File: config.mk
export PLATFORM = sky130hd
export DESIGN_NAME = ooo_backend
export DESIGN_NICKNAME = d
export VERILOG_FILES = /design/src/verilog/ooo_backend_pkg.sv /design/src/verilog/alu_unit.sv /design/src/verilog/cdb_arbiter.sv /design/src/verilog/commit_stage.sv /design/src/verilog/issue_stage.sv /design/src/verilog/mul_unit.sv /design/src/verilog/ooo_backend.sv /design/src/verilog/reg_state.sv
export SDC_FILE = /design/constraint.sdc
export NUM_CORES = 2
export LEC_CHECK = 0
export ABC_AREA = 1
export BUFFER_PORTS_ARGS = -buffer_cell sky130_fd_sc_hd__buf_2
export CORE_ASPECT_RATIO = 1.1
export CORE_MARGIN = 3
export CORE_UTILIZATION = 42
export CTS_CLUSTER_DIAMETER = 80
export CTS_CLUSTER_SIZE = 10
export DETAILED_ROUTE_END_ITERATION = 7
export PLACE_DENSITY_LB_ADDON = 0.12
export REMOVE_ABC_BUFFERS = 1
export SYNTH_ARGS = -nofsm -noshare
export SYNTH_HDL_FRONTEND = slang
export SYNTH_HIERARCHICAL = 1
export SYNTH_SLANG_ARGS = --single-unit
File: constraint.sdc
create_clock -name clk_i -period 13.6 [get_ports clk_i]
set_input_delay 2.72 -clock clk_i [delete_from_list [all_inputs] [get_ports clk_i]]
set_output_delay 2.72 -clock clk_i [all_outputs]
set_load 0.1 [all_outputs]
File: src/verilog/ooo_backend_pkg.sv
package ooo_backend_pkg;

  // --------------------------------------------------------------------------
  // widths and sizes
  // --------------------------------------------------------------------------

  // integer datapath width
  localparam int XLEN = 32;
  // architectural integer registers
  localparam int REG_NUM = 32;
  localparam int REG_IDX_LEN = 5;
  // reorder buffer, depth is a power of two so pointers wrap on their own
  localparam int ROB_DEPTH = 8;
  localparam int ROB_IDX_LEN = 3;
  // multiplier pipeline depth
  localparam int MUL_STAGES = 3;

  typedef logic [XLEN-1:0] xdata_t;
  typedef logic [REG_IDX_LEN-1:0] reg_idx_t;
  typedef logic [ROB_IDX_LEN-1:0] rob_idx_t;

  // --------------------------------------------------------------------------
  // opcodes and shared structs
  // --------------------------------------------------------------------------

  // seven alu ops plus the multiply
  typedef enum logic [2:0] {
    OP_ADD,
    OP_SUB,
    OP_AND,
    OP_OR,
    OP_XOR,
    OP_SLL,
    OP_ADDI,
    OP_MUL
  } opcode_e;

  // decoded instruction from the front end
  typedef struct packed {
    opcode_e  opcode;
    reg_idx_t rd;
    reg_idx_t rs1;
    reg_idx_t rs2;
    xdata_t   imm;
  } instr_t;

  // request to an execution unit, b is already rs2 or imm
  typedef struct packed {
    opcode_e  opcode;
    xdata_t   a;
    xdata_t   b;
    rob_idx_t tag;
  } eu_req_t;

  // result on the common data bus
  typedef struct packed {
    rob_idx_t tag;
    xdata_t   value;
  } cdb_t;

  // retired result, goes to the register file and out of the core
  typedef struct packed {
    rob_idx_t tag;
    reg_idx_t rd;
    xdata_t   value;
  } commit_t;

endpackage

File: src/verilog/alu_unit.sv
`timescale 1ns/1ps

module alu_unit (
  input  logic                        clk_i,
  input  logic                        reset_i,

  // from issue
  input  logic                        valid_i,
  output logic                        ready_o,
  input  ooo_backend_pkg::eu_req_t    req_i,

  // to the cdb arbiter
  input  logic                        grant_i,
  output logic                        valid_o,
  output ooo_backend_pkg::cdb_t       result_o
);

  ooo_backend_pkg::xdata_t alu_res;
  ooo_backend_pkg::cdb_t   result_q;
  logic                    valid_q;

  // result slot frees up when empty or leaving this cycle
  assign ready_o = ~valid_q | grant_i;

  always_comb begin
    case (req_i.opcode)
      ooo_backend_pkg::OP_ADD:  alu_res = req_i.a + req_i.b;
      ooo_backend_pkg::OP_SUB:  alu_res = req_i.a - req_i.b;
      ooo_backend_pkg::OP_AND:  alu_res = req_i.a & req_i.b;
      ooo_backend_pkg::OP_OR:   alu_res = req_i.a | req_i.b;
      ooo_backend_pkg::OP_XOR:  alu_res = req_i.a ^ req_i.b;
      // shift amount from low 5 bits only
      ooo_backend_pkg::OP_SLL:  alu_res = req_i.a << req_i.b[4:0];
      ooo_backend_pkg::OP_ADDI: alu_res = req_i.a + req_i.b;
      default:                  alu_res = '0;
    endcase
  end

  // valid flag, held until the bus takes it
  always_ff @(posedge clk_i) begin
    if (reset_i) begin
      valid_q <= 1'b0;
    end else if (valid_i && ready_o) begin
      valid_q <= 1'b1;
    end else if (grant_i) begin
      valid_q <= 1'b0;
    end
  end

  // result payload
  always_ff @(posedge clk_i) begin
    if (valid_i && ready_o) begin
      result_q <= '{tag: req_i.tag, value: alu_res};
    end
  end

  assign valid_o  = valid_q;
  assign result_o = result_q;

endmodule

File: src/verilog/cdb_arbiter.sv
`timescale 1ns/1ps

module cdb_arbiter (
  // alu side, held until granted
  input  logic                        alu_valid_i,
  input  ooo_backend_pkg::cdb_t       alu_result_i,

  // multiplier side, always taken
  input  logic                        mul_valid_i,
  input  ooo_backend_pkg::cdb_t       mul_result_i,

  output logic                        alu_grant_o,
  output logic                        cdb_valid_o,
  output ooo_backend_pkg::cdb_t       cdb_o
);

  // fixed priority, multiplier pipeline has no stall path
  assign alu_grant_o = alu_valid_i & ~mul_valid_i;

  // one broadcast per cycle at most
  assign cdb_valid_o = mul_valid_i | alu_valid_i;

  // mux follows the same priority
  assign cdb_o = mul_valid_i ? mul_result_i : alu_result_i;

endmodule

File: src/verilog/commit_stage.sv
`timescale 1ns/1ps

module commit_stage (
  input  logic                        clk_i,
  input  logic                        reset_i,

  // allocation from issue
  input  logic                        alloc_valid_i,
  input  ooo_backend_pkg::reg_idx_t   alloc_rd_i,
  output logic                        rob_full_o,
  output ooo_backend_pkg::rob_idx_t   rob_tail_o,

  // results from the cdb
  input  logic                        cdb_valid_i,
  input  ooo_backend_pkg::cdb_t       cdb_i,

  // retirement, registered
  output logic                        commit_valid_o,
  output ooo_backend_pkg::commit_t    commit_o
);

  localparam int D = ooo_backend_pkg::ROB_DEPTH;

  typedef logic [ooo_backend_pkg::ROB_IDX_LEN:0] rob_cnt_t;

  // rob payload
  typedef struct packed {
    ooo_backend_pkg::reg_idx_t rd;
    ooo_backend_pkg::xdata_t   value;
  } rob_entry_t;

  rob_entry_t                rob_q [D];
  logic [D-1:0]              done_q;
  ooo_backend_pkg::rob_idx_t head_q;
  ooo_backend_pkg::rob_idx_t tail_q;
  rob_cnt_t                  count_q;
  logic                      retire;
  logic                      commit_valid_q;
  ooo_backend_pkg::commit_t  commit_q;

  // head leaves once its result is in
  assign retire     = (count_q != '0) && done_q[head_q];
  assign rob_full_o = (count_q == rob_cnt_t'(D));
  assign rob_tail_o = tail_q;

  // --------------------------------------------------------------------------
  // pointers, count and done bits
  // --------------------------------------------------------------------------
  always_ff @(posedge clk_i) begin
    if (reset_i) begin
      head_q  <= '0;
      tail_q  <= '0;
      count_q <= '0;
      done_q  <= '0;
    end else begin
      if (cdb_valid_i) begin
        done_q[cdb_i.tag] <= 1'b1;
      end
      if (retire) begin
        done_q[head_q] <= 1'b0;
        head_q         <= head_q + 1'b1;
      end
      // fresh slot starts not done
      if (alloc_valid_i) begin
        done_q[tail_q] <= 1'b0;
        tail_q         <= tail_q + 1'b1;
      end
      case ({alloc_valid_i, retire})
        2'b10:   count_q <= count_q + 1'b1;
        2'b01:   count_q <= count_q - 1'b1;
        default: count_q <= count_q;
      endcase
    end
  end

  // entry payload
  always_ff @(posedge clk_i) begin
    if (alloc_valid_i) begin
      rob_q[tail_q].rd <= alloc_rd_i;
    end
    if (cdb_valid_i) begin
      rob_q[cdb_i.tag].value <= cdb_i.value;
    end
  end

  // retirement strobe
  always_ff @(posedge clk_i) begin
    if (reset_i) begin
      commit_valid_q <= 1'b0;
    end else begin
      commit_valid_q <= retire;
    end
  end

  always_ff @(posedge clk_i) begin
    if (retire) begin
      commit_q <= '{tag: head_q, rd: rob_q[head_q].rd, value: rob_q[head_q].value};
    end
  end

  assign commit_valid_o = commit_valid_q;
  assign commit_o       = commit_q;

endmodule

File: src/verilog/issue_stage.sv
`timescale 1ns/1ps

module issue_stage (
  // decoded instruction in
  input  logic                        instr_valid_i,
  input  ooo_backend_pkg::instr_t     instr_i,
  output logic                        instr_ready_o,

  // register file and status lookup
  output ooo_backend_pkg::reg_idx_t   rs1_idx_o,
  output ooo_backend_pkg::reg_idx_t   rs2_idx_o,
  input  ooo_backend_pkg::xdata_t     rs1_value_i,
  input  ooo_backend_pkg::xdata_t     rs2_value_i,
  input  logic                        rs1_busy_i,
  input  logic                        rs2_busy_i,

  // rob and register status allocation
  output logic                        alloc_valid_o,
  output ooo_backend_pkg::reg_idx_t   alloc_rd_o,
  input  logic                        rob_full_i,
  input  ooo_backend_pkg::rob_idx_t   rob_tail_i,

  // dispatch to the execution units
  output logic                        alu_valid_o,
  input  logic                        alu_ready_i,
  output logic                        mul_valid_o,
  output ooo_backend_pkg::eu_req_t    eu_req_o
);

  logic is_mul;
  logic uses_rs2;
  logic src_busy;
  logic unit_ready;
  logic accept;

  // unit select and operand b source
  assign is_mul   = (instr_i.opcode == ooo_backend_pkg::OP_MUL);
  assign uses_rs2 = (instr_i.opcode != ooo_backend_pkg::OP_ADDI);

  // sources straight from the instruction
  assign rs1_idx_o = instr_i.rs1;
  assign rs2_idx_o = instr_i.rs2;

  // no forwarding, so any busy source stalls until its owner commits
  assign src_busy = rs1_busy_i | (uses_rs2 & rs2_busy_i);

  // multiplier pipeline never stalls
  assign unit_ready = is_mul ? 1'b1 : alu_ready_i;

  assign instr_ready_o = ~src_busy & ~rob_full_i & unit_ready;
  assign accept        = instr_valid_i & instr_ready_o;

  // allocation strobes only on handshake
  assign alloc_valid_o = accept;
  assign alloc_rd_o    = instr_i.rd;

  assign alu_valid_o = accept & ~is_mul;
  assign mul_valid_o = accept & is_mul;

  // shared request bus, tag is the rob slot being allocated
  assign eu_req_o.opcode = instr_i.opcode;
  assign eu_req_o.a      = rs1_value_i;
  assign eu_req_o.b      = uses_rs2 ? rs2_value_i : instr_i.imm;
  assign eu_req_o.tag    = rob_tail_i;

endmodule

File: src/verilog/mul_unit.sv
`timescale 1ns/1ps

module mul_unit (
  input  logic                        clk_i,
  input  logic                        reset_i,
  input  logic                        valid_i,
  input  ooo_backend_pkg::eu_req_t    req_i,
  output logic                        valid_o,
  output ooo_backend_pkg::cdb_t       result_o
);

  localparam int S = ooo_backend_pkg::MUL_STAGES;

  ooo_backend_pkg::xdata_t product;
  ooo_backend_pkg::cdb_t   stage_q [S];
  logic [S-1:0]            valid_q;

  // low half of the product only
  assign product = req_i.a * req_i.b;

  // valid bits shift with the data, one item per stage
  always_ff @(posedge clk_i) begin
    if (reset_i) begin
      valid_q <= '0;
    end else begin
      valid_q <= {valid_q[S-2:0], valid_i};
    end
  end

  // tag travels next to the value
  always_ff @(posedge clk_i) begin
    stage_q[0] <= '{tag: req_i.tag, value: product};
    for (int s = 1; s < S; s++) begin
      stage_q[s] <= stage_q[s-1];
    end
  end

  assign valid_o  = valid_q[S-1];
  assign result_o = stage_q[S-1];

endmodule

File: src/verilog/ooo_backend.sv
`timescale 1ns/1ps

module ooo_backend (
  input  logic                        clk_i,
  input  logic                        reset_i,
  input  logic                        instr_valid_i,
  input  ooo_backend_pkg::instr_t     instr_i,
  output logic                        instr_ready_o,
  output logic                        commit_valid_o,
  output ooo_backend_pkg::commit_t    commit_o
);

  // --------------------------------------------------------------------------
  // internal wires
  // --------------------------------------------------------------------------

  // issue <-> register state
  ooo_backend_pkg::reg_idx_t rs1_idx;
  ooo_backend_pkg::reg_idx_t rs2_idx;
  ooo_backend_pkg::xdata_t   rs1_value;
  ooo_backend_pkg::xdata_t   rs2_value;
  logic                      rs1_busy;
  logic                      rs2_busy;

  // issue -> rob and status allocation
  logic                      alloc_valid;
  ooo_backend_pkg::reg_idx_t alloc_rd;
  logic                      rob_full;
  ooo_backend_pkg::rob_idx_t rob_tail;

  // issue -> units
  logic                      alu_valid;
  logic                      alu_ready;
  logic                      mul_valid;
  ooo_backend_pkg::eu_req_t  eu_req;

  // units -> cdb -> rob
  logic                      alu_res_valid;
  ooo_backend_pkg::cdb_t     alu_res;
  logic                      alu_grant;
  logic                      mul_res_valid;
  ooo_backend_pkg::cdb_t     mul_res;
  logic                      cdb_valid;
  ooo_backend_pkg::cdb_t     cdb;

  // --------------------------------------------------------------------------
  // issue, register state and execution units
  // --------------------------------------------------------------------------
  issue_stage u_issue_stage (
    .instr_valid_i(instr_valid_i),
    .instr_i      (instr_i),
    .instr_ready_o(instr_ready_o),
    .rs1_idx_o    (rs1_idx),
    .rs2_idx_o    (rs2_idx),
    .rs1_value_i  (rs1_value),
    .rs2_value_i  (rs2_value),
    .rs1_busy_i   (rs1_busy),
    .rs2_busy_i   (rs2_busy),
    .alloc_valid_o(alloc_valid),
    .alloc_rd_o   (alloc_rd),
    .rob_full_i   (rob_full),
    .rob_tail_i   (rob_tail),
    .alu_valid_o  (alu_valid),
    .alu_ready_i  (alu_ready),
    .mul_valid_o  (mul_valid),
    .eu_req_o     (eu_req)
  );

  // writeback comes from the same registered commit as the output
  reg_state u_reg_state (
    .clk_i        (clk_i),
    .reset_i      (reset_i),
    .rs1_idx_i    (rs1_idx),
    .rs2_idx_i    (rs2_idx),
    .rs1_value_o  (rs1_value),
    .rs2_value_o  (rs2_value),
    .rs1_busy_o   (rs1_busy),
    .rs2_busy_o   (rs2_busy),
    .alloc_valid_i(alloc_valid),
    .alloc_rd_i   (alloc_rd),
    .alloc_tag_i  (rob_tail),
    .wb_valid_i   (commit_valid_o),
    .wb_i         (commit_o)
  );

  alu_unit u_alu_unit (
    .clk_i   (clk_i),
    .reset_i (reset_i),
    .valid_i (alu_valid),
    .ready_o (alu_ready),
    .req_i   (eu_req),
    .grant_i (alu_grant),
    .valid_o (alu_res_valid),
    .result_o(alu_res)
  );

  mul_unit u_mul_unit (
    .clk_i   (clk_i),
    .reset_i (reset_i),
    .valid_i (mul_valid),
    .req_i   (eu_req),
    .valid_o (mul_res_valid),
    .result_o(mul_res)
  );

  // --------------------------------------------------------------------------
  // cdb and commit
  // --------------------------------------------------------------------------
  cdb_arbiter u_cdb_arbiter (
    .alu_valid_i (alu_res_valid),
    .alu_result_i(alu_res),
    .mul_valid_i (mul_res_valid),
    .mul_result_i(mul_res),
    .alu_grant_o (alu_grant),
    .cdb_valid_o (cdb_valid),
    .cdb_o       (cdb)
  );

  commit_stage u_commit_stage (
    .clk_i         (clk_i),
    .reset_i       (reset_i),
    .alloc_valid_i (alloc_valid),
    .alloc_rd_i    (alloc_rd),
    .rob_full_o    (rob_full),
    .rob_tail_o    (rob_tail),
    .cdb_valid_i   (cdb_valid),
    .cdb_i         (cdb),
    .commit_valid_o(commit_valid_o),
    .commit_o      (commit_o)
  );

endmodule

File: src/verilog/reg_state.sv
`timescale 1ns/1ps

module reg_state (
  input  logic                        clk_i,
  input  logic                        reset_i,

  // issue lookup
  input  ooo_backend_pkg::reg_idx_t   rs1_idx_i,
  input  ooo_backend_pkg::reg_idx_t   rs2_idx_i,
  output ooo_backend_pkg::xdata_t     rs1_value_o,
  output ooo_backend_pkg::xdata_t     rs2_value_o,
  output logic                        rs1_busy_o,
  output logic                        rs2_busy_o,

  // issue allocation
  input  logic                        alloc_valid_i,
  input  ooo_backend_pkg::reg_idx_t   alloc_rd_i,
  input  ooo_backend_pkg::rob_idx_t   alloc_tag_i,

  // commit writeback
  input  logic                        wb_valid_i,
  input  ooo_backend_pkg::commit_t    wb_i
);

  ooo_backend_pkg::xdata_t   regs_q  [ooo_backend_pkg::REG_NUM];
  ooo_backend_pkg::rob_idx_t owner_q [ooo_backend_pkg::REG_NUM];
  logic [ooo_backend_pkg::REG_NUM-1:0] busy_q;

  // x0 hardwired to zero
  assign rs1_value_o = (rs1_idx_i == '0) ? '0 : regs_q[rs1_idx_i];
  assign rs2_value_o = (rs2_idx_i == '0) ? '0 : regs_q[rs2_idx_i];

  // busy_q[0] is never set
  assign rs1_busy_o = busy_q[rs1_idx_i];
  assign rs2_busy_o = busy_q[rs2_idx_i];

  always_ff @(posedge clk_i) begin
    if (reset_i) begin
      busy_q <= '0;
      for (int i = 0; i < ooo_backend_pkg::REG_NUM; i++) begin
        regs_q[i]  <= '0;
        owner_q[i] <= '0;
      end
    end else begin
      if (wb_valid_i && (wb_i.rd != '0)) begin
        regs_q[wb_i.rd] <= wb_i.value;
        // a younger writer keeps the register busy
        if (owner_q[wb_i.rd] == wb_i.tag) begin
          busy_q[wb_i.rd] <= 1'b0;
        end
      end
      // last assignment, so a new owner beats the clear
      if (alloc_valid_i && (alloc_rd_i != '0)) begin
        busy_q[alloc_rd_i]  <= 1'b1;
        owner_q[alloc_rd_i] <= alloc_tag_i;
      end
    end
  end

endmodule
Yosys cells after proc, flatten, opt, wreduce, memory -nomap -nowiden
Memory sizes are Yosys's and may differ from the RTL's. A register that Yosys moved wholly into a read port is not among the register bits.
Index checks and enable logic that the tools add are counted.

word-level totals
  register bits after elaboration = 93
  bits in writable memories = 1521
  input bits = 53
  memories = 4
  logic and storage cells = 145
  output and inout port bits = 42

memory list
  memory                words  width  read ports  clocked after Yosys merged registers in  write ports  RTL line            RTL
  u_reg_state.regs_q    32     32     2           0                                        32           reg_state.sv:25     ooo_backend_pkg::xdata_t regs_q [ooo_backend_pkg::REG_NUM];
  u_commit_stage.rob_q  8      37     1           1                                        2            commit_stage.sv:32  rob_entry_t rob_q [D];
  u_mul_unit.stage_q    3      35     3           0                                        3            mul_unit.sv:15      ooo_backend_pkg::cdb_t stage_q [S];
  u_reg_state.owner_q   32     3      1           0                                        32           reg_state.sv:26     ooo_backend_pkg::rob_idx_t owner_q [ooo_backend_pkg::REG_NUM];

operators by class
  bitwise gates (word level) = 26
  add/sub/neg operators = 6
  order comparisons = 12
  reductions and logical operators = 20
  shift operators = 1
  $mul = 1
  equal/unequal tests = 12
  multiplexer cells = 52

operators by type and width
  cell                                                                number
  2-to-1 mux 32 bit                                                   8
  one-hot mux 32 bit (6 select lines)                                 1
  AND 32 bit                                                          2
  OR 32 bit                                                           2
  2-to-1 mux 8 bit                                                    5
  2-to-1 mux 35 bit                                                   1
  adder 32 bit                                                        1
  multiplier 32 x 32 -> 32 bit                                        1
  NOT 32 bit                                                          1
  OR reduction 32 bit                                                 1
  << shifter 32 x 5 -> 32 bit                                         1
  subtractor 32 bit                                                   1
  XOR 32 bit                                                          1
  2-to-1 mux 1 bit                                                    25
  less-than comparator 5 x 6 -> 1 bit (second input constant)         4
  AND 8 bit                                                           2
  NOT 8 bit                                                           2
  equality test 3 bit (second input constant)                         4
  less-than comparator 3 x 4 -> 1 bit (second input constant)         3
  binary-select mux 1 bit (select 5 bit)                              2
  demux 1 bit (select 5 bit)                                          2
  greater-or-equal comparator 5 x 1 -> 1 bit (second input constant)  2
  logical NOT 5 bit                                                   2
  2-to-1 mux 5 bit                                                    2
  26 further kinds                                                    54

Longest topological paths before layout
  depth after elaboration = 14
  depth in mapped cells = 43
  depth with buffers taken out = 38

By module
Netlist, hierarchy kept.

by module, submodules not included
  module        instances  sequential area each (um^2)  cells each  area an instance (um^2)
  reg_state     1          34272.9                      6830        60291.6
  mul_unit      1          2162.1                       2444        19374.8
  commit_stage  1          10470.0                      929         13520.5
  alu_unit      1          1071.0                       1347        7813.7
  issue_stage   1          0.0                          170         1038.5
  cdb_arbiter   1          0.0                          116         518.0

Worst setup path before layout
No wires, ideal clock.

  path kind = in2reg
  start = in instr_i[32] in the netlist's numbering
  end = mem u_mul_unit/stage_q[0][28] in the netlist's numbering
  library setup time = 113 ps
  cell stages on the path = 33
  path buffers = 5
  slack = 3187 ps
  arrival = 10300 ps
  required time = 13487 ps
  path through = buf_4 -> inv_2 -> buf_2 -> clkbuf_1 -> o21ai_0 -> o221ai_1 -> nand3_1 -> nand3_1 -> nand2_1 -> a31oi_1 -> nand2_1 -> o21ai_0 -> clkbuf_1 -> buf_1 -> nand2_1 -> fa_1 -> inv_1 -> fa_1 -> inv_1 -> fa_1 -> fa_1 -> inv_1 -> fa_1 -> fa_1 -> fa_1 -> fa_1 -> ha_1 -> nand2_1 -> nor2_1 -> nand2_1 -> or3b_1 -> nand4_1 -> nand2_1

RTL lines
  item         RTL line          RTL
  from (decl)  ooo_backend.sv:7  input ooo_backend_pkg::instr_t instr_i,
  to (decl)    mul_unit.sv:15

==> results.md <==
* DR vias at approximately 89000
* Total wire length at between 400000 and 500000 microns
* First-pass GRT wire length at approximately 590000 microns
* Fill cells at around 23000
* Clock skew at slightly above 50 ps
* Num CTS Buffers at around 180
* Clock sink total at ~1700
* Placer Congestion at about 0.9
* Cell taking the most area after synthesis: edfxtp_1
* Drt first pass iters at 8
* Hold Path End: u_mul_unit/stage_q[0][68]$_DFF_P_
* # H-tree levels at 4
* Cell count after synthesis at between 10000 and 15000
* Average size of a mapped cell at between 8 and 9 sq um
* Layout area overhead at 8.36%
* Worst hold path depth at 0
* Largest net degree at the start of global routing at approximately 130
* Port bufs at 94
* DP HPWL at 260000 microns
* Clk Latency, worst-skew pair at ~870 ps
* Crit start category: primary input
* Wirelength per Cell at about 28 microns
* Iteration-0 DRC Markers at around 13000
* #FFs+latches synth at between 1500 and 2000
* Share of the synthesized area in the top cell type at 0.437
* MaxCap Viol Count at 0
* Die X at around 480 microns
* Worst Setup End Kind: register
* Post-synthesis sequential area ratio at 0.468
* Crit path DAT at 12000 ps
* Max Slew Vio Count at 0
* Total global routing overflow at 0
* CTS tree: yes
* Most frequent cells in the layout: nor2_1, nand2_1, edfxtp_1, o21ai_0, inv_1
* Worst R2R End: u_mul_unit/stage_q[0][31]$_DFF_P_
* Commonest non-fill, non-tap cell in the layout: nor2_1
* Routed vias/inst at 6.02
* Gates resized, CTS repair at 0
* Final Hold Viols at 0
* FMAX at approximately 89 MHz
* RSZ-0062 raised after global routing: no
* Worst relative slew slack at 0.0355
* HP Start: u_mul_unit/stage_q[0][33]$_DFF_P_
* R2r worst-path depth at 31
* Clock Root Buffer: clkbuf_16
* Run status: complete, but fails checks
* Vias in the first global route at around 87000
* Tmin final at ~11000 ps
* Global Route Usage Sum at 0.319
* Core area at around 240000 sq um
* Worst r2r src: u_reg_state/regs_q[21][10]$_SDFFCE_PN0P_
* Most used cell, CP: fa_1
* HP Class: reg -> reg
* Initial Util at 0.424
* Finish-stage setup viols at 0
* Initial antenna violation count at 17
* Clock transition at path regs at about 60 ps
* Layout cells sized above 1 at 0.0711
* Io pins at 95
* Data required, critical path at between 10000 and 15000 ps
* Clock buffer depth at 3
* Final nets at around 12000
* Drt drc at 12
* Synth cell types at 60
* Syn. warnings at 6
* # rows at 189
* Period utilisation layout at 0.828
* Critical path fanouts, max at around 110
* Slowest stage cell, crit path: a21oi_2
* Setup slack, reg-to-reg at ~5000 ps
* Die Height at roughly 520 microns
* Highest cell delay on the worst timing path at approximately 960 ps
* Final ANT Viol Nets at 0
* Slew @ Worst Pin at around 1400 ps
* Hold buffers post-CTS at 0
* WS Path Type: in -> reg
* Setup TNS at 0 ps
* Main area contributors after synthesis: edfxtp_1, nor2_1, fa_1
* Die ar. at 250000 sq um
* Synthesized area at ~100000 sq um
* Number of setup buffers added after CTS at 0
* Violated checks: DRC
-- synthesized netlist by cell type (all sizes together) --
master   instances
nor2          2449
fa             409
buf            349
a21boi           2
xnor2           20
o2111ai         38
a21o             1
edfxtp        1491
a31oi           71
a32o             3
ha             230
nand2         1869
o211ai          27
clkbuf         630
a211oi           3
o21a           116
inv           1196
a32oi            2
nor3            41
nand3          512
o22ai          100
dfxtp          160
o31ai            1
nor4             3
o221ai         379
o21ai         1370
conb             1
xor2            51
a221oi          17
or3b             1
o41ai            1
or2             10
o21bai           8
clkinv           2
and2             1
nand4           21
a21oi          234
nand3b          17
-- kinds of logic after synthesis --
kind of cell / after synthesis / synth area share
AOI/OAI and AO/OA: 2373 / 0.139
xor gates and xnor gates: 71 / 0.00621
adders and majority gates: 639 / 0.108
buffers and inverters: 2177 / 0.0880
DFF: 1651 / 0.468
other: 1 / 0.0000366
and+or+nand+nor: 4924 / 0.191
-- state kept, by name, summed over array words and instances (netlist names) --
register	cells
u_commit_stage/commit_o	40
u_mul_unit/stage_q	105
u_alu_unit/result_o	35
u_alu_unit/valid_o	1
u_reg_state/owner_q	96
u_reg_state/regs_q	1024
u_reg_state/busy_q	32
u_commit_stage/rob_tail_o	3
u_commit_stage/head_q	3
u_commit_stage/commit_valid_o	1
u_mul_unit/valid_q	3
u_commit_stage/count_q	4
u_commit_stage/rob_q	296
u_commit_stage/done_q	8
-- worst max-delay path: cells and delay by family --
kind	cells	cell delay, ps
compound gates	6	1580
fa+ha+maj	9	4280
buf+inv	7	1640
simple gates	9	1570
-- area by class of cell --
class                   count  area (sq um)  share of cell area
repair buffers            387          3030              0.0272
flip-flops and latches   1651         48000               0.432
well taps                3247          4060              0.0366
inverters                1198          4550              0.0410
clock inverters            18           315             0.00284
multi-input cells        8042         46400               0.417
clock buffers             229          4780              0.0430
diodes                      9          22.5            0.000203
-- metrics by stage --
step                      instance area (sq um)  instances  hold slack [ps]  utilization  setup slack [ps]
after detailed placement                 106000      14500              312        0.438              1720
after global routing                     111000      14800              319        0.459              2020
after global placement                   106000      14500              310        0.438              1770
after floorplan                           98200      10900              310            -             -2260
after CTS                                111000      14800              305        0.459              2560
final                                    111000      14800              312        0.459              2330
-- per-layer routing --
metal	part of all wire	vias up	track usage
met5	0.000071	-	0
met4	0.054	6	0.161
met3	0.11	1131	0.0760
met2	0.45	5760	0.503
met1	0.39	43500	0.411
li1	-	38600	-
-- how the worst max path moves through the flow --
stage	startpoint	to	slack, ps	cells after the start
after global placement	instr_i[37]	u_mul_unit/stage_q[0][30]$_DFF_P_	1770	32
after detailed placement	instr_i[33]	u_mul_unit/stage_q[0][30]$_DFF_P_	1720	35
after global routing	instr_i[37]	u_mul_unit/stage_q[0][29]$_DFF_P_	2020	33
after floorplan	instr_i[32]	u_mul_unit/stage_q[0][30]$_DFF_P_	-2260	29
final	instr_i[37]	u_mul_unit/stage_q[0][31]$_DFF_P_	2330	31
after CTS	instr_i[33]	u_mul_unit/stage_q[0][30]$_DFF_P_	2560	35
Power is not shown: default switching activity piles up to over one toggle a cycle in this logic, so the estimate is an artifact.
